===== src/include/cpu_consts.svh =====
// CPU constants for the ALU-group slice: instruction fields, mode, select and opcode codes
`ifndef CPU_CONSTS_SVH
`define CPU_CONSTS_SVH

// instruction field positions, group field in 15:14 is not checked in this slice
`define INSTR_ALUF_HI 13
`define INSTR_ALUF_LO 10
`define INSTR_ARGF_HI 9
`define INSTR_ARGF_LO 8
`define INSTR_ARGA_HI 7
`define INSTR_ARGA_LO 4
`define INSTR_ARGB_HI 3
`define INSTR_ARGB_LO 0

// ALU argument modes carried in ARGF
`define MODE_ALU_REG_REG   2'd0 // Ra,Rb
`define MODE_ALU_REG_U4    2'd1 // Ra,U4
`define MODE_ALU_REGB_U8   2'd2 // RB,U8
`define MODE_ALU_REGA_U8RB 2'd3 // RA,U8.RB

`define ALUB_SRCX_REG_B 3'd0 // register port B
`define ALUB_SRCX_U4    3'd1 // ARGB zero-extended
`define ALUB_SRCX_U8    3'd2 // ARGA:ARGB zero-extended
`define ALUB_SRCX_U8H   3'd3 // ARGA:ARGB in the high byte, RB low byte below

`define REGA_ADDRX_ARGA 2'd0
`define REGA_ADDRX_RA   2'd1
`define REGA_ADDRX_RB   2'd2
`define REGB_ADDRX_ARGB 3'd0
`define REGB_ADDRX_RB   3'd1

`define REG_RA 4'd14 // fixed accumulator-style registers
`define REG_RB 4'd15

`define ALU_OPX_MOV  4'd0
`define ALU_OPX_ADD  4'd1
`define ALU_OPX_ADC  4'd2
`define ALU_OPX_SUB  4'd3
`define ALU_OPX_SBC  4'd4
`define ALU_OPX_AND  4'd5
`define ALU_OPX_OR   4'd6
`define ALU_OPX_XOR  4'd7
`define ALU_OPX_NOT  4'd8
`define ALU_OPX_NEG  4'd9
`define ALU_OPX_SHL  4'd10
`define ALU_OPX_SHR  4'd11
`define ALU_OPX_ASR  4'd12
`define ALU_OPX_ROL  4'd13
`define ALU_OPX_ROR  4'd14
`define ALU_OPX_SWAP 4'd15

`endif

===== src/design/cpuPkg.sv =====
// CPU package holding the shared vector types and the phase enum of the ALU-group slice
package cpuPkg;

	typedef logic [15:0] word_t;     // data word or instruction word
	typedef logic [3:0]  regAddr_t;  // register number, 16 registers
	typedef logic [3:0]  aluOp_t;    // ALUF field
	typedef logic [1:0]  argMode_t;  // ARGF field
	typedef logic [3:0]  ccFlags_t;  // {Z, N, C, V}

	// operand and address select codes, values live in the constants header
	typedef logic [2:0] aluBSrc_t;
	typedef logic [1:0] regAAddrSel_t;
	typedef logic [2:0] regBAddrSel_t;

	// one instruction walks FETCH to WRITEBACK and drops back to IDLE
	typedef enum logic [2:0] {
		IDLE,
		FETCH,
		DECODE,
		EXECUTE,
		COMMIT,
		WRITEBACK
	} phase_t;

endpackage


===== src/design/aluGroupCore.sv =====
// ALU-group core: top level tying the phase sequencer, decoder, register file and ALU together
module aluGroupCore (
	input  logic             CLK,
	input  logic             reset,
	input  logic             instrStart,
	input  cpuPkg::word_t    instruction,
	input  logic             loadEn,
	input  cpuPkg::regAddr_t loadAddr,
	input  cpuPkg::word_t    loadData,
	output logic             busy,
	output logic             wbValid,
	output cpuPkg::regAddr_t wbAddr,
	output cpuPkg::word_t    wbData,
	output cpuPkg::ccFlags_t flags
);

	cpuPkg::phase_t       phase;
	cpuPkg::word_t        instrReg;
	cpuPkg::regAAddrSel_t regAAddrSel;
	cpuPkg::regBAddrSel_t regBAddrSel;
	cpuPkg::aluOp_t       aluOp;
	cpuPkg::aluBSrc_t     aluBSrc;
	cpuPkg::regAddr_t     argA;
	cpuPkg::regAddr_t     argB;
	cpuPkg::word_t        operandA;
	cpuPkg::word_t        operandB;
	cpuPkg::word_t        result;
	cpuPkg::regAddr_t     writeAddr;
	logic regAEn;
	logic regBEn;
	logic regAWen;
	logic ccLoad;

	phaseSequencer phaseSequencer_inst (
		.CLK(CLK), .reset(reset), .instrStart(instrStart), .instruction(instruction),
		.phase(phase), .instrReg(instrReg), .busy(busy)
	);

	aluGroupDecoder aluGroupDecoder_inst (
		.CLK(CLK), .reset(reset), .phase(phase), .instrReg(instrReg),
		.regAEn(regAEn), .regBEn(regBEn), .regAWen(regAWen),
		.regAAddrSel(regAAddrSel), .regBAddrSel(regBAddrSel), .aluOp(aluOp),
		.aluBSrc(aluBSrc), .ccLoad(ccLoad), .argA(argA), .argB(argB)
	);

	registerFile registerFile_inst (
		.CLK(CLK), .reset(reset), .regAEn(regAEn), .regBEn(regBEn), .regAWen(regAWen),
		.regAAddrSel(regAAddrSel), .regBAddrSel(regBAddrSel), .argA(argA), .argB(argB),
		.writeData(result), .loadEn(loadEn), .loadAddr(loadAddr), .loadData(loadData),
		.operandA(operandA), .operandB(operandB), .writeAddr(writeAddr)
	);

	aluUnit aluUnit_inst (
		.CLK(CLK), .reset(reset), .phase(phase), .aluOp(aluOp), .aluBSrc(aluBSrc),
		.argA(argA), .argB(argB), .operandA(operandA), .operandB(operandB),
		.ccLoad(ccLoad), .result(result), .flags(flags)
	);

	// the writeback port mirrors the register-A write in WRITEBACK
	assign wbValid = regAWen;
	assign wbAddr  = writeAddr;
	assign wbData  = result;

endmodule


===== src/design/aluUnit.sv =====
// ALU unit: selects operand B, runs the sixteen operations and holds the result and flag registers
`include "cpu_consts.svh"

module aluUnit (
	input  logic             CLK,
	input  logic             reset,
	input  cpuPkg::phase_t   phase,
	input  cpuPkg::aluOp_t   aluOp,
	input  cpuPkg::aluBSrc_t aluBSrc,
	input  cpuPkg::regAddr_t argA,
	input  cpuPkg::regAddr_t argB,
	input  cpuPkg::word_t    operandA,
	input  cpuPkg::word_t    operandB,
	input  logic             ccLoad,
	output cpuPkg::word_t    result,
	output cpuPkg::ccFlags_t flags
);

	cpuPkg::word_t    opB;
	cpuPkg::word_t    aluOut;
	cpuPkg::ccFlags_t newFlags;
	logic [16:0] addFull; // 17 bits so bit 16 is the carry
	logic [16:0] subFull; // bit 16 is the borrow
	logic [16:0] negFull;
	logic carryIn;
	logic borrowIn;
	logic cOut;
	logic vOut;

	always_comb begin
		case (aluBSrc)
			`ALUB_SRCX_U4:  opB = {12'd0, argB};
			`ALUB_SRCX_U8:  opB = {8'd0, argA, argB};
			`ALUB_SRCX_U8H: opB = {argA, argB, operandB[7:0]}; // immediate high, RB low
			default:        opB = operandB;
		endcase
	end

	// only ADC and SBC take the stored carry, flags[1] is C
	assign carryIn  = (aluOp == `ALU_OPX_ADC) && flags[1];
	assign borrowIn = (aluOp == `ALU_OPX_SBC) && flags[1];
	assign addFull  = {1'b0, operandA} + {1'b0, opB} + {16'd0, carryIn};
	assign subFull  = {1'b0, operandA} - {1'b0, opB} - {16'd0, borrowIn};
	assign negFull  = 17'd0 - {1'b0, opB};

	always_comb begin
		cOut = 1'b0; // logic ops, NOT and SWAP clear C and V
		vOut = 1'b0;
		case (aluOp)
			`ALU_OPX_ADD, `ALU_OPX_ADC: begin
				aluOut = addFull[15:0];
				cOut   = addFull[16];
				vOut   = (operandA[15] == opB[15]) && (aluOut[15] != operandA[15]);
			end
			`ALU_OPX_SUB, `ALU_OPX_SBC: begin
				aluOut = subFull[15:0];
				cOut   = subFull[16];
				vOut   = (operandA[15] != opB[15]) && (aluOut[15] != operandA[15]);
			end
			`ALU_OPX_NEG: begin
				aluOut = negFull[15:0];
				cOut   = negFull[16];            // borrow whenever B is nonzero
				vOut   = opB[15] && aluOut[15]; // only 0x8000 overflows
			end
			`ALU_OPX_AND:  aluOut = operandA & opB;
			`ALU_OPX_OR:   aluOut = operandA | opB;
			`ALU_OPX_XOR:  aluOut = operandA ^ opB;
			`ALU_OPX_NOT:  aluOut = ~opB;
			`ALU_OPX_SHL: begin
				aluOut = {operandA[14:0], 1'b0};
				cOut   = operandA[15];
			end
			`ALU_OPX_SHR: begin
				aluOut = {1'b0, operandA[15:1]};
				cOut   = operandA[0];
			end
			`ALU_OPX_ASR: begin
				aluOut = {operandA[15], operandA[15:1]}; // sign bit is copied down
				cOut   = operandA[0];
			end
			`ALU_OPX_ROL: begin
				aluOut = {operandA[14:0], operandA[15]};
				cOut   = operandA[15];
			end
			`ALU_OPX_ROR: begin
				aluOut = {operandA[0], operandA[15:1]};
				cOut   = operandA[0];
			end
			`ALU_OPX_SWAP: aluOut = {opB[7:0], opB[15:8]};
			default:       aluOut = opB; // MOV, its flags are never loaded
		endcase
		newFlags = {(aluOut == 16'd0), aluOut[15], cOut, vOut};
	end

	// result is latched at the end of COMMIT and read out during WRITEBACK
	always_ff @(posedge CLK) begin
		if (phase == cpuPkg::COMMIT) result <= aluOut;
	end

	always_ff @(posedge CLK) begin
		if (reset) begin
			flags <= '0;
		end else if (ccLoad && phase == cpuPkg::COMMIT) begin
			flags <= newFlags;
		end
	end

endmodule


===== src/design/registerFile.sv =====
// Register file: 16 x 16 registers with select resolution, latched read ports and a shared write port
`include "cpu_consts.svh"

module registerFile (
	input  logic                 CLK,
	input  logic                 reset,
	input  logic                 regAEn,
	input  logic                 regBEn,
	input  logic                 regAWen,
	input  cpuPkg::regAAddrSel_t regAAddrSel,
	input  cpuPkg::regBAddrSel_t regBAddrSel,
	input  cpuPkg::regAddr_t     argA,
	input  cpuPkg::regAddr_t     argB,
	input  cpuPkg::word_t        writeData,
	input  logic                 loadEn,
	input  cpuPkg::regAddr_t     loadAddr,
	input  cpuPkg::word_t        loadData,
	output cpuPkg::word_t        operandA,
	output cpuPkg::word_t        operandB,
	output cpuPkg::regAddr_t     writeAddr
);

	cpuPkg::word_t    regs [16];
	cpuPkg::regAddr_t regAAddr;
	cpuPkg::regAddr_t regBAddr;

	// turn the select codes into real register numbers
	always_comb begin
		case (regAAddrSel)
			`REGA_ADDRX_RA: regAAddr = `REG_RA;
			`REGA_ADDRX_RB: regAAddr = `REG_RB;
			default:        regAAddr = argA;
		endcase
		case (regBAddrSel)
			`REGB_ADDRX_RB: regBAddr = `REG_RB;
			default:        regBAddr = argB;
		endcase
	end

	assign writeAddr = regAAddr; // port A is also the writeback target

	// operands are captured at the end of EXECUTE and held through WRITEBACK
	always_ff @(posedge CLK) begin
		if (regAEn && !regAWen) operandA <= regs[regAAddr];
		if (regBEn && !regAWen) operandB <= regs[regBAddr];
	end

	// the preload strobe stands in for loads, a writeback in the same cycle takes priority
	always_ff @(posedge CLK) begin
		if (reset) begin
			for (int i = 0; i < 16; i++) begin
				regs[i] <= '0;
			end
		end else if (regAWen) begin
			regs[regAAddr] <= writeData;
		end else if (loadEn) begin
			regs[loadAddr] <= loadData;
		end
	end

endmodule


===== src/design/aluGroupDecoder.sv =====
// ALU-group decoder that maps instruction fields to phase-timed register, flag and operand controls
`include "cpu_consts.svh"

module aluGroupDecoder (
	input  logic                 CLK,
	input  logic                 reset,
	input  cpuPkg::phase_t       phase,
	input  cpuPkg::word_t        instrReg,
	output logic                 regAEn,
	output logic                 regBEn,
	output logic                 regAWen,
	output cpuPkg::regAAddrSel_t regAAddrSel,
	output cpuPkg::regBAddrSel_t regBAddrSel,
	output cpuPkg::aluOp_t       aluOp,
	output cpuPkg::aluBSrc_t     aluBSrc,
	output logic                 ccLoad,
	output cpuPkg::regAddr_t     argA,
	output cpuPkg::regAddr_t     argB
);

	cpuPkg::argMode_t argMode;
	logic rdB; // instruction reads port B

	assign aluOp   = instrReg[`INSTR_ALUF_HI:`INSTR_ALUF_LO];
	assign argMode = instrReg[`INSTR_ARGF_HI:`INSTR_ARGF_LO];
	assign argA    = instrReg[`INSTR_ARGA_HI:`INSTR_ARGA_LO];
	assign argB    = instrReg[`INSTR_ARGB_HI:`INSTR_ARGB_LO];

	// the argument mode alone picks addresses, the B source and whether port B is read
	always_comb begin
		regAAddrSel = `REGA_ADDRX_ARGA;
		regBAddrSel = `REGB_ADDRX_ARGB;
		aluBSrc     = `ALUB_SRCX_REG_B;
		rdB = 1'b0;
		case (argMode)
			`MODE_ALU_REG_REG: begin
				rdB = 1'b1; // both operands come from ARGA and ARGB
			end
			`MODE_ALU_REG_U4: begin
				aluBSrc = `ALUB_SRCX_U4; // B is the low nibble immediate
			end
			`MODE_ALU_REGB_U8: begin
				regAAddrSel = `REGA_ADDRX_RB; // RB is both source and target
				aluBSrc     = `ALUB_SRCX_U8;
			end
			`MODE_ALU_REGA_U8RB: begin
				regAAddrSel = `REGA_ADDRX_RA;
				regBAddrSel = `REGB_ADDRX_RB; // low byte of RB sits under the immediate
				aluBSrc     = `ALUB_SRCX_U8H;
				rdB = 1'b1;
			end
			default: ;
		endcase
	end

	// enables are registered, so each one is high in the phase after the one that sets it
	always_ff @(posedge CLK) begin
		if (reset) begin
			regAEn  <= 1'b0;
			regBEn  <= 1'b0;
			regAWen <= 1'b0;
			ccLoad  <= 1'b0;
		end else begin
			case (phase)
				cpuPkg::FETCH, cpuPkg::WRITEBACK: begin
					regAEn  <= 1'b0;
					regBEn  <= 1'b0;
					regAWen <= 1'b0;
					ccLoad  <= 1'b0;
				end
				cpuPkg::DECODE: begin
					regAEn <= 1'b1; // every ALU mode reads A, read enables live in EXECUTE
					regBEn <= rdB;
				end
				cpuPkg::EXECUTE: begin
					regAEn <= 1'b0;
					regBEn <= 1'b0;
					ccLoad <= (aluOp != `ALU_OPX_MOV); // MOV keeps the old flags
				end
				cpuPkg::COMMIT: begin
					ccLoad  <= 1'b0;
					regAWen <= 1'b1; // every ALU mode writes back to A in WRITEBACK
				end
				default: ;
			endcase
		end
	end

endmodule


===== src/design/phaseSequencer.sv =====
// Phase sequencer: accepts a start strobe, latches the instruction and steps the phases
module phaseSequencer (
	input  logic           CLK,
	input  logic           reset,
	input  logic           instrStart,
	input  cpuPkg::word_t  instruction,
	output cpuPkg::phase_t phase,
	output cpuPkg::word_t  instrReg,
	output logic           busy
);

	cpuPkg::phase_t nextPhase;

	// a start strobe only counts from IDLE, any strobe during a run is dropped
	always_comb begin
		nextPhase = phase;
		case (phase)
			cpuPkg::IDLE:      if (instrStart) nextPhase = cpuPkg::FETCH;
			cpuPkg::FETCH:     nextPhase = cpuPkg::DECODE;
			cpuPkg::DECODE:    nextPhase = cpuPkg::EXECUTE;
			cpuPkg::EXECUTE:   nextPhase = cpuPkg::COMMIT;
			cpuPkg::COMMIT:    nextPhase = cpuPkg::WRITEBACK;
			cpuPkg::WRITEBACK: nextPhase = cpuPkg::IDLE;
			default:           nextPhase = cpuPkg::IDLE; // recover from an unused encoding
		endcase
	end

	always_ff @(posedge CLK) begin
		if (reset) begin
			phase <= cpuPkg::IDLE;
		end else begin
			phase <= nextPhase;
		end
	end

	// the word is captured at the edge closing FETCH so decode sees it from DECODE on
	always_ff @(posedge CLK) begin
		if (phase == cpuPkg::FETCH) begin
			instrReg <= instruction;
		end
	end

	assign busy = (phase != cpuPkg::IDLE); // high from FETCH through WRITEBACK

endmodule


===== config.mk =====
export PLATFORM = sky130hd
export DESIGN_NAME = aluGroupCore
export DESIGN_NICKNAME = d
export VERILOG_FILES = /design/src/design/cpuPkg.sv /design/src/design/aluGroupCore.sv /design/src/design/aluUnit.sv /design/src/design/registerFile.sv /design/src/design/aluGroupDecoder.sv /design/src/design/phaseSequencer.sv
export VERILOG_INCLUDE_DIRS = /design/src /design/src/include
export SDC_FILE = /design/constraint.sdc
export NUM_CORES = 1
export LEC_CHECK = 0
export ABC_AREA = 0
export BUFFER_PORTS_ARGS = -buffer_cell sky130_fd_sc_hd__buf_2
export CORE_MARGIN = 3
export CORE_UTILIZATION = 35
export CTS_BUF_LIST = sky130_fd_sc_hd__clkbuf_16
export DETAILED_ROUTE_END_ITERATION = 12
export HOLD_SLACK_MARGIN = 0.12
export SYNTH_ARGS = -nofsm -noshare
export SYNTH_HDL_FRONTEND = slang
export SYNTH_SLANG_ARGS = --single-unit

===== constraint.sdc =====
create_clock -name CLK -period 5.6 [get_ports CLK]
set_input_delay 0.28 -clock CLK [delete_from_list [all_inputs] [get_ports CLK]]
set_output_delay 0.28 -clock CLK [all_outputs]
set_load 0.03 [all_outputs]

-- Word-level counts from Yosys, hierarchy flattened
Memory sizes are Yosys's and may differ from the RTL's. A register that Yosys moved wholly into a read port is not among the register bits.
Cells that the tools add are included.
- latch bits: 0
- input port bits: 40
- flip-flop bits (word level): 41
- memory bits (read-only): 0
- output and inout bits: 26
- bits in writable memories: 256
- memories: 1
- div/mod/pow operators: 0
- magnitude comparators: 0
- equal/unequal tests: 34
- add/subtract/negate cells: 5
- multipliers: 0
- shifts and indexed selects: 0
- bitwise operators: 4
- reduce and logical (&&, ||, !) cells: 27
- muxes and demuxes: 31
- memory list (name ; depth ; bits a word ; read ports ; clocked after Yosys merged registers in ; wr ports ; line ; source):
    registerFile_inst.regs ; 16 ; 16 ; 2 ; 2 ; 16 ; registerFile.sv:23 ; cpuPkg::word_t regs [16];
- operators by type and width (kind ; count):
    $pmux W16 S13 ; 1
    $pmux W16 S3 ; 1
    $eq A4 B4 Y1 const B ; 8
    $mux W16 ; 2
    $reduce_or A16 Y1 ; 2
    $add A16 B16 Y17 ; 1
    $add A17 B1 Y17 ; 1
    $sub A1 B16 Y17 const A ; 1
    $sub A16 B16 Y17 ; 1
    $sub A17 B1 Y17 ; 1
    $and A16 B16 Y16 ; 1
    $eq A4 B3 Y1 const B ; 4
    $logic_not A16 Y1 ; 1
    $not A16 Y16 ; 1
    $or A16 B16 Y16 ; 1
    $xor A16 B16 Y16 ; 1
    $pmux W3 S5 ; 1
    $mux W1 ; 13
    $mux W4 ; 3
    $eq A2 B2 Y1 const B ; 5
    $reduce_or A2 Y1 ; 5
    $reduce_or A3 Y1 ; 3
    $eq A4 B2 Y1 const B ; 2
    $logic_and A1 B1 Y1 ; 8
    other kinds (22) ; 33

-- Depth between registers and ports, before layout
Gate-level depths: netlist of run 1.
- depth in word-level cells: 9
- depth in mapped cells: 21

-- Modules after synthesis
From an unflattened synthesis of run 1, not the netlist that was laid out.
- cell total of the unflattened synthesis: 1902
- area, all modules: 21384.3 µm²
- modules (own cells, without submodules) (module ; area an instance (µm²) ; cells an instance ; seq. area each (µm²) ; times used):
    registerFile ; 15288.4 ; 1142 ; 8648.3 ; 1
    aluUnit ; 5121.2 ; 685 ; 560.5 ; 1
    phaseSequencer ; 605.6 ; 28 ; 540.5 ; 1
    aluGroupDecoder ; 369.1 ; 47 ; 80.1 ; 1

-- Worst setup path after synthesis of run 1
No wires, ideal clock.
- path kind: reg2reg
- start point: register phaseSequencer_inst.instrReg[9]
- end point: register aluUnit_inst.flags[3]
- buffers on the path: 3
- library setup time: 96 ps
- data required time: 5504 ps
- slack: 1210 ps
- data arrival time: 4295 ps
- stages on the path, launching flop included: 21
- period minus slack after synthesis: 4390 ps
- cells stage by stage: edfxtp_1 > ha_1 > buf_6 > or2_1 > buf_6 > a22o_1 > buf_6 > xnor2_1 > ha_1 > a21o_1 > inv_1 > fa_1 > a21bo_2 > a221oi_1 > o31ai_1 > a211oi_1 > nor4_1 > a41o_1 > a2111oi_0 > a21oi_1 > o41ai_2
- word-level cells in the longest chain between the ends: 8
- elaborated cells between the ends (all ways): 19
- classes of those cells: add/sub: 5; eq/ne: 6; mux: 3; bitwise: 4; reduce/logical: 1
- ends and longest elaborated chain (what ; line ; source):
    start, declared ; phaseSequencer.sv:8 ; output cpuPkg::word_t instrReg,
    start signal, assigned ; phaseSequencer.sv:39 ; instrReg <= instruction;
    $eq A2 B2 Y1 or $eq A2 B1 Y1 (tied branches) ; aluGroupDecoder.sv:35 ; case (argMode)
    $pmux W2 S3 (*) ; aluGroupDecoder.sv:35 ;
    $eq A2 B2 Y1 or $eq A2 B1 Y1 (tied branches) ; aluUnit.sv:31 ; case (aluBSrc)
    $pmux W16 S3 (*) ; aluUnit.sv:31 ;
    $sub A16 B16 Y17 or $add A16 B16 Y17 (tied branches) ; aluUnit.sv:43, aluUnit.sv:42 ;
    $sub A17 B1 Y17 or $add A17 B1 Y17 (tied branches) ; aluUnit.sv:43, aluUnit.sv:42 ;
    $pmux W16 S13 (*) ; aluUnit.sv:49 ; case (aluOp)
    via aluUnit_inst.aluOut[14] ; aluUnit.sv:20 ; cpuPkg::word_t aluOut;
    $logic_not A16 Y1 (*) ; aluUnit.sv:92 ; newFlags = {(aluOut == 16'd0), aluOut[15], cOut, vOut};
    end signal, assigned ; aluUnit.sv:104 ; flags <= newFlags;
    end, declared ; aluUnit.sv:16 ; output cpuPkg::ccFlags_t flags
The timed path passes the listed nets; every way through them passes the cells marked *.
A chain may end at the register's enable or synchronous reset.

-- Worst setup path in the final report of run 1
Ends and elaborated chain as after synthesis.

==> impl_results.md, run 1 <==
* Status: complete, no violations
* Fin crit share at 92.4%
* Sequential area share after synthesis at 48.2%
* Power share of the combinational group at 24.0%
* Worst-margin pin slew at 1.28 ns
* Fin util at 40.4%
* Final setup viols at 0
* Ys async rst share at 0%
* Sw power at 2210 uW
* CTS tree: done
* Switching part of the total power at 31.3%
* FF+latch area at 9770 um2
* Post-synth EDFFs at 318
* Final hold vios at 0
* YS warnings at 0
* Syn nets at 2024
* Fmax at 193 MHz
* Layout cells sized above 1 at 15.8%
* DRC at 0
* Final wirelength at 72600 um
* CP cell instances: ha_1 > or2_1 > a22o_1 > xnor2_1 > ha_1 > a21o_1 > inv_1 > fa_1 > a21bo_2 > a221oi_1 > o31ai_1 > a211oi_1 > nor4_1 > a41o_1 > a2111oi_0 > a21oi_1 > o41ai_2
* Chip width at 247 um
* Slew Limit Fails at 0
* Core region area at 56800 um2
* Worst EP required at 6.05 ns
* Internal at 4860 uW
* Crit-path max FO at 9
* Hold Path Depth at 4
* Vias per std cell at 6.03
* WHS at 0.281 ns
* Synthesized flop and latch total at 329
* Initial Utilization at 35.6%
* FP Rows at 87
* Tmin final at 5.18 ns
* PortBufs at 63
* NumNets Final at 2071
* HP Class: in -> reg
* Drt first pass iters at 6
* Hpwl dp at 49300 um
* Syn Inst Count at 1911
* Flop pwr share at 41.4%
* Clock Skews at 0.0348 ns
* Leakage at 0.00855 uW
* Max capacitance violation total at 0
* Clk root buf: clkbuf_16
* Total die area at 60800 um2
* Clock-pin slew on the worst setup and hold paths at 0.06 ns
* R2R cell count at 17
* Critical path's slowest cell: edfxtp_1
* Antenna cell count at 0
* WP depth at 17
* First-pass GRT wire length at 106000 um
* Filler cells at 5452
* Worst EP arrival at 5.63 ns
* Final WS setup at 0.423 ns
* WS Path Type: reg -> reg
* Final Power at 7070 uW
* Initial antenna violation count at 2
* Vias in the first global route at 15942
* Total grt overflow at 0
* CP Capture Type: flop
* Clk Latency, worst-skew pair at 0.57 ns
* Gpl congestion at 0.980
* Initial DRC count at 2253
* Area Growth Syn to Fin at 13.3%
* Crit-path leading delay family: compound AO/OA/AOI/OAI gates
* Number of gates resized after cts at 0
* Count of cell types in the netlist at 87
* RSZ-0062 raised after global routing: no
* Clk pwr share at 34.6%
* DR vias at 16536
* Area of the multi-input gates at 9790 um2
* Post-Syn Area at 20300 um2
* Top FF cell, synth: edfxtp_1
* Die H at 247 um
* Final TNS setup at 0 ns
* Startpoint Class: flop
* Clk sink count at 329
* Total track usage at 23.5%
* Peak VDD IR at 0.211 mV
* Wire length per cell at 26.5 um
* CP peak stage delay at 0.50 ns
* PwrDens at 308 nW/um2
* Worst-case clock buffer depth at 3
* Slew headroom at 12.7%
* Number of buffers created by CTS at 37
* Buf+Inv Stages, Crit Path at 1
* Largest net degree at the start of global routing at 68
* Cell mode on critical path: ha_1
* Antenna-violating nets left at 0
* I/O pin count at 66
* H-tree Lvls at 2
* Syn_area_per_cell at 10.6 um2
* Placement Setup Slack at 0.504 ns
[stage by stage]
stage | cell area, um2 | std cells
finish | 23000 | 2742
global route | 23000 | 2742
CTS | 23000 | 2742
detailed placement | 21600 | 2660
global placement | 21600 | 2660
floorplan | 20300 | 1911
[path summary, 6_finish.rpt]
path	from	to	slack, ns
worst min register to register	aluGroupDecoder_inst.regAEn$_SDFFE_PP0P_	aluGroupDecoder_inst.regAEn$_SDFFE_PP0P_	0.46
worst max register to register	phaseSequencer_inst.instrReg[9]$_DFFE_PP_	aluUnit_inst.flags[3]$_SDFFE_PP0P_	0.42
worst max-delay path	phaseSequencer_inst.instrReg[9]$_DFFE_PP_	aluUnit_inst.flags[3]$_SDFFE_PP0P_	0.42
worst min-delay path	loadData[7]	registerFile_inst.regs[15][7]$_SDFFCE_PN0P_	0.28
[worst reg2reg max path, delay by kind of cell (launching register included)]
family / cells / cell delay [ns]
flops: 1 / 0.50
buf+inv: 1 / 0.08
xor+xnor: 1 / 0.18
compound gates: 10 / 2.88
simple gates: 2 / 0.45
fa+ha+maj: 3 / 0.99
[power by group through the flow]
stage,combinational [uW],clock (uW),sequential [uW]
after floorplan,1100,0,2940
after global placement,1640,0,2970
after detailed placement,1650,0,2980
after CTS,1670,2470,2930
after global routing,1800,2590,2940
final,1700,2450,2930
[cell type report]
type / instances / area share (%)
well taps: 756 / 4.12
clock inverters: 29 / 1.11
multi-input cells: 1372 / 42.6
flip-flops and latches: 329 / 42.6
inverters: 72 / 1.18
repair buffers: 146 / 4.25
clock buffers: 38 / 4.14
[timing repair]
item	in CTS	in global routing
setup buffers	0	0
hold buffers	15	0
endpoints found under the hold margin	15	0
[kinds of logic (layout without fill, tap and decap cells)]
| logic type | Yosys count | after routing | share of synthesized area, % |
|---|---|---|---|
| buf+inv | 210 | 285 | 4.15 |
| simple gates | 736 | 736 | 16.5 |
| compound gates | 355 | 355 | 12.4 |
| fa+ha+maj | 74 | 74 | 4.67 |
| flops | 329 | 329 | 48.2 |
| xor+xnor | 21 | 21 | 0.908 |
| mux | 186 | 186 | 13.2 |
[layout by cell type, fill, tap and decap left out, drive strengths merged, types with 19 or more instances in the layout]
cell and instances:
nor2 328, edfxtp 318, nand2 190, buf 131
mux2i 120, a21oi 81, inv 77, ha 70
mux4 64, o21ai 43, a31oi 41, clkbuf 38
nand2b 37, o221ai 36, nand3 33, nor3 27
and3 22, clkinv 20, o2111ai 19, or2 19
[cells in the mapped netlist (5+ instances only)]
cell       count  area [um2]
a211oi_1      12        90.1
a21oi_1       81         405
clkbuf_1     106         398
xnor2_1       13         114
nand3_1       33         165
buf_1         14        52.6
inv_1         67         251
ha_1          70         876
or2_2         18         113
mux4_2        64        1440
nor4_1         7        43.8
nor3_1        26         130
nor2_1       328        1230
a221o_1        5        50.1
nand2_1      189         709
o31ai_1        8        60.1
xor2_1         8        70.1
dfxtp_1       11         220
o211ai_1      10        75.1
a21o_1         7        52.6
a22oi_1       12        90.1
a221oi_1      11        96.3
nand2b_1      37         231
nor3b_1        6        45.0
and2_1         5        31.3
nor2b_1       16         100
o221ai_1      36         315
mux2i_1      120        1200
o2111ai_1     19         166
nand4_1        6        37.5
or3_1         11        68.8
nand3b_1       9        67.6
buf_2         11        55.1
a222oi_1       6        60.1
a31oi_1       41         257
o21ai_0       41         205
a32o_1         5        50.1
and3_1        20         125
edfxtp_1     318        9550
a22o_1        10        87.6
o21a_1         7        52.6
o22ai_1        7        43.8
[layer usage]
layer / track usage, % / vias up / routed length [um]
met5: 0 / - / 0
met4: 9.67 / 0 / 3410
met3: 4.12 / 186 / 6690
met2: 38.2 / 977 / 34200
met1: 30.9 / 8169 / 28300
li1: - / 7204 / -
[registers in the layout, indices dropped and copies added, names as in the netlist, 3 cells and up]
signal	cells
registerFile_inst.regs	256
aluUnit_inst.result	16
registerFile_inst.operandA	16
registerFile_inst.operandB	16
phaseSequencer_inst.instrReg	14
aluUnit_inst.flags	4
phaseSequencer_inst.phase	3
No activity file was read; power rests on OpenSTA's default activity.
==> inputs of run 2 (changes only) <==
Settings changed: CORE_ASPECT_RATIO set to 0.8.
==> run 2 against run 1 <==
Compared with the run above:
- sequential power about the same
- register-to-register slack better by 0.06 ns
- setup slack better by 0.063 ns
- critical path type unchanged
- highest routed layer is now met5
- count of clock-buffer cells in the layout decreased by 3
- via count grew 0.71%
- total power is 2.1% lower
- critical endpoint unchanged
==> impl_results.md, run 2 (same netlist as run 1, synthesis figures left out) <==
* Status: complete, no violations
* Worst EP arrival at 5.53 ns
* Commonest non-fill, non-tap cell in the layout: nor2_1
* RSZ-0062 raised after global routing: no
* Core region area at 57000 um2
* Hold Path Depth at 3
* Drt first pass iters at 6
* Final hold vios at 0
* Chip width at 275 um
* Antenna-violating nets left at 0
* H-tree Lvls at 2
* Fmax at 196 MHz
* Clock Skews at 0.0414 ns
* Vias in the first global route at 16122
* Filler cells at 5498
* Clock-pin slew on the worst setup and hold paths at 0.06 ns
* CP Capture Type: flop
* First-pass GRT wire length at 108000 um
* WHS at 0.302 ns
* Met1 Track Usage GR at 34.0%
* Clk sink count at 329
* Layout cells sized above 1 at 15.8%
* WS Path Type: reg -> reg
* Hpwl dp at 50400 um
* Most frequent cells in the layout: nor2_1 (323), edfxtp_1 (318), nand2_1 (189)
* Area of the multi-input gates at 9790 um2
* Final TNS setup at 0 ns
* Peak VDD IR at 0.243 mV
* Startpoint Class: flop
* Initial antenna violation count at 5
* DRC at 0
* Max reg flops at 256
* Max capacitance violation total at 0
* Total die area at 60800 um2
* DR vias at 16654
* Final wirelength at 74000 um
* Worst-margin pin slew at 1.18 ns
* Vias per std cell at 6.07
* Clk Latency, worst-skew pair at 0.54 ns
* Slew headroom at 21.1%
* Initial DRC count at 2573
* NumNets Final at 2072
* Reg2Reg Setup Slack at 0.49 ns
* Total track usage at 23.8%
* Largest Register: registerFile_inst.regs
* Top Usage Layer GRT: met2
* FP Rows at 78
* HP Class: in -> reg
* Largest net degree at the start of global routing at 47
* Slew Limit Fails at 0
* PortBufs at 63
* Critical path capture point: aluUnit_inst.flags[3]$_SDFFE_PP0P_
* Gpl congestion at 0.939
* Worst EP required at 6.01 ns
* Clk root buf: clkbuf_16
* PwrDens at 303 nW/um2
* M3 GR Usage at 5.74%
* Reg2reg end: aluUnit_inst.flags[3]$_SDFFE_PP0P_
* Worst-case clock buffer depth at 3
* CTS tree: done
* Reg-to-reg startpoint: phaseSequencer_inst.instrReg[9]$_DFFE_PP_
* Area Growth Syn to Fin at 12.9%
* FF+latch area at 9770 um2
* Number of buffers created by CTS at 35
* Final setup viols at 0
* Fin crit share at 91.3%
* Die H at 221 um
* Crit-path max FO at 9
* Total grt overflow at 0
* Crit path launch: phaseSequencer_inst.instrReg[9]$_DFFE_PP_
* I/O pin count at 66
* Wire length per cell at 27.0 um
* Initial Utilization at 35.5%
* Leakage at 0.00851 uW
* Tmin final at 5.11 ns
* R2R cell count at 17
* Grt met2 use at 35.8%
## run 2: cell types whose count changed in the layout (fill, tap and decap cells not counted), moves of 2 or more
cell       change
clkinv_1       -4
clkbuf_16      -3
diode_2        +2
buf_4          +3
## run 2: what timing repair did
item,4_1_cts,5_1_grt
endpoints found under the hold margin,15,0
setup buffers,0,0
resized for setup,0,2
setup endpoints to repair,0,2
hold buffers,15,0
## run 2: routing by layer
metal,wire length (um),vias to the layer above
met5,13,-
met2,32600,964
met4,2460,2
met1,30800,8338
met3,8200,150
li1,-,7200
## run 2: power by group
group	total (uW)	switching [uW]	internal, uW
clock	2270	995	1280
sequential	2930	86.6	2850
combinational	1720	1120	595
total	6930	2210	4720
## run 2: critical path, cell delays in order, from the launching register on
cell and delay [ns]:
edfxtp_1 0.51, ha_1 0.36, or2_1 0.37, a22o_2 0.41
xnor2_1 0.20, ha_1 0.16, a21o_1 0.11, inv_1 0.06
fa_1 0.50, a21bo_2 0.27, a221oi_1 0.36, o31ai_1 0.21
a211oi_2 0.34, nor4_1 0.08, a41o_1 0.23, a2111oi_0 0.38
a21oi_1 0.14, o41ai_2 0.31
## run 2: layout make-up
class                   count  share of cell area, %
clock inverters            25                  0.925
multi-input cells        1372                   42.8
well taps                 760                   4.16
inverters                  72                   1.18
flip-flops and latches    329                   42.7
diodes                      2                 0.0219
clock buffers              35                   3.83
repair buffers            149                   4.37
## run 2: how the worst min path moves through the flow
stage / startpoint / to
after detailed placement: instruction[1] / phaseSequencer_inst.instrReg[1]$_DFFE_PP_
after global placement: aluGroupDecoder_inst.regAEn$_SDFFE_PP0P_ / aluGroupDecoder_inst.regAEn$_SDFFE_PP0P_
after global routing: reset / aluGroupDecoder_inst.ccLoad$_SDFFE_PP0P_
final: reset / aluGroupDecoder_inst.ccLoad$_SDFFE_PP0P_
after CTS: reset / aluGroupDecoder_inst.ccLoad$_SDFFE_PP0P_
after floorplan: instruction[0] / phaseSequencer_inst.instrReg[0]$_DFFE_PP_
## run 2: stage by stage
stage | cell area (um2) | instances | setup slack (ns) | util, % | total power, uW
finish | 22900 | 2744 | 0.486 | 40.1 | 6930
global placement | 21600 | 2667 | 0.376 | 37.9 | 4630
detailed placement | 21600 | 2667 | 0.392 | 37.9 | 4640
CTS | 22900 | 2742 | 0.324 | 40.1 | 6900
floorplan | 20300 | 1911 | 1.21 | - | 4040
global route | 22900 | 2743 | 0.0903 | 40.1 | 7170
==> inputs of run 3 (changes only) <==
Settings changed: ABC_AREA 0 to 1.
Clock period 5.6 ns to 6.1 ns, I/O delays scaled along.
==> run 3 against run 2 <==
Compared with the run above:
- clock skew down 0.027 ns
- area after synthesis up 3.0%
- non-clock buffer count decreased by 20
- register-to-register slack better by 0.79 ns
- die area up 2.9%
- wire length rose by 8.4%
- largest power group unchanged
- highest routed layer is now met4
==> impl_results.md, run 3 <==
* H-tree Lvls at 2
* Initial DRC count at 2814
* Final setup viols at 0
* Critical path's slowest cell: edfxtp_1
* Sequential area share after synthesis at 46.8%
* Area Growth Syn to Fin at 11.7%
* Reg-to-reg startpoint: phaseSequencer_inst.instrReg[9]$_DFFE_PP_
* Max reg flops at 256
* Clock Skews at 0.0146 ns
* Clk Latency, worst-skew pair at 0.56 ns
* Ys async rst share at 0%
* Worst-case clock buffer depth at 3
* Layout cells sized above 1 at 8.90%
* Synth area leader: edfxtp_1
* Top FF cell, synth: edfxtp_1
* Syn Inst Count at 2612
* Vias per std cell at 5.79
* RSZ-0062 raised after global routing: no
* Hpwl dp at 53600 um
* Dominant cells by area after synthesis: edfxtp_1 (46%), nor2_1 (8.1%), nand2_1 (7.6%)
* Core region area at 58500 um2
* Initial antenna violation count at 2
* Largest net degree at the start of global routing at 96
* Clock-pin slew on the worst setup and hold paths at 0.06 ns
* CP cell instances: inv_1 > ha_1 > inv_2 > nand2_1 > o21ai_2 > inv_2 > ha_1 > ha_1 > a21oi_1 > o21ai_0 > a21oi_1 > nand3_1 > nand3_1 > nand2_1 > inv_1 > nand3_1 > nand2_1 > nand2_1 > inv_1 > nand2_1 > nor2_1 > nor2_1 > nor2_1
* Crit path launch: phaseSequencer_inst.instrReg[9]$_DFFE_PP_
* DRC at 0
* Final wirelength at 80300 um
* NumNets Final at 2748
* Number of buffers created by CTS at 39
* HP Class: in -> reg
* WHS at 0.304 ns
* CP Capture Type: flop
* Die H at 224 um
* FP Rows at 79
* Worst-margin pin slew at 1.29 ns
* Worst EP arrival at 5.30 ns
* CTS tree: done
* Leakage at 0.00957 uW
* Top-count cell post-synth: nor2_1
* Syn_area_per_cell at 7.99 um2
* Cell mode on critical path: nand2_1
* CP peak stage delay at 0.48 ns
* Count of cell types in the netlist at 48
* PwrDens at 307 nW/um2
* Fin crit share at 79.0%
* Placed cell count at 3347
* Status: complete, no violations
* Top cell type's share of synthesized area at 45.8%
* Buf+Inv Stages, Crit Path at 5
* PortBufs at 63
* Fmax at 207 MHz
* Fin cells at 3432
* Chip width at 279 um
* Most frequent cells in the layout: nor2_1 (445), nand2_1 (423), edfxtp_1 (318)
* Max capacitance violation total at 0
* Slew headroom at 13.5%
* Clk sink count at 329
* Antenna-violating nets left at 0
* Syn nets at 2725
* Peak VDD IR at 0.194 mV
* Final TNS setup at 0 ns
* DR vias at 19885
* I/O pin count at 66
* Total die area at 62600 um2
* Crit-path max FO at 15
* Worst EP required at 6.58 ns
* Vias in the first global route at 18421
* Crit-path leading delay family: compound AO/OA/AOI/OAI gates
* Post-Syn Area at 20900 um2
* Total track usage at 25.1%
* Post-CTS Setup Bufs at 0
* Initial Utilization at 35.6%
* Slew Limit Fails at 0
* Clk root buf: clkbuf_16
* Commonest cells in the synthesized netlist: nor2_1 (449), nand2_1 (424), edfxtp_1 (318)
* First-pass GRT wire length at 118000 um
* Wire length per cell at 23.4 um
* Commonest non-fill, non-tap cell in the layout: nor2_1
* Startpoint Class: flop
* Gpl congestion at 0.948
* Total grt overflow at 0
* Final hold vios at 0
* WS Path Type: reg -> reg
* YS warnings at 0
* Synthesized flop and latch total at 329
* Largest Register: registerFile_inst.regs
* Drt first pass iters at 9
* Tmin final at 4.82 ns
* Hold Path Origin: loadData[15]
* Post-synth EDFFs at 318
-- run 3: cell count changes in the layout (fill, tap and decap cells not counted), sizes merged, moves of 21 or more --
cell    change
nor2      +135
inv       +215
nand2b     -37
o21ai     +252
o221ai     -35
and3       -22
a21oi     +118
mux4       -64
buf        -21
nand2     +246
mux2i     -104
nand3     +147
o211ai     +83
-- run 3: layout make-up --
type                    count  area, um2
clock inverters            28        165
inverters                 280       1060
multi-input cells        1856       9490
diodes                      1       2.50
fillers                  5951      35200
clock buffers              40       1000
flip-flops and latches    329       9770
repair buffers            129        851
well taps                 769        962
-- run 3: kinds of logic after synthesis --
kind of cell | share of synthesized area, %
compound gates | 17.3
buf+inv | 8.00
xor+xnor | 0.126
mux | 0.768
simple gates | 22.4
flops | 46.8
fa+ha+maj | 4.49
-- run 3: tightest hold or removal path, stage by stage --
cell and delay, ns:
buf_2 0.07, mux2i_1 0.05, buf_4 0.20, nor2_1 0.11
-- run 3: power by group --
group	switching (uW)	internal, uW
Clock	955	1230
Sequential	73.7	2640
Combinational	1640	608
-- run 3: worst paths after layout --
check | end | slack (ns) | depth (start not counted)
worst max-delay path | aluUnit_inst.flags[3]$_SDFFE_PP0P_ | 1.28 | 23
worst min register to register | aluUnit_inst.flags[0]$_SDFFE_PP0P_ | 0.46 | 2
worst max register to register | aluUnit_inst.flags[3]$_SDFFE_PP0P_ | 1.28 | 23
worst min-delay path | registerFile_inst.regs[0][15]$_SDFFCE_PN0P_ | 0.30 | 4
-- run 3: metrics by stage --
stage | instance area, um2 | utilization (%) | total power (uW) | setup WS (ns)
2_1_floorplan | 20900 | - | 4170 | 2.82
3_3_place_gp | 22000 | 37.6 | 4890 | 1.45
3_5_place_dp | 22000 | 37.6 | 4920 | 1.47
4_1_cts | 23300 | 39.8 | 7110 | 1.42
5_1_grt | 23300 | 39.8 | 7470 | 0.957
6_report | 23300 | 39.8 | 7150 | 1.28
-- run 3: repair_timing --
action,in CTS,in global routing
hold buffers,16,0
endpoints found under the hold margin,22,0
resized for setup,0,0
-- run 3: metal layers --
| layer | share of wire (%) | routed length [um] | GRT usage, % |
|---|---|---|---|
| met5 | 0 | 0 | 0 |
| met4 | 3.2 | 2560 | 8.59 |
| met3 | 12 | 9970 | 5.28 |
| met2 | 41 | 33100 | 36.5 |
| met1 | 43 | 34700 | 36.9 |
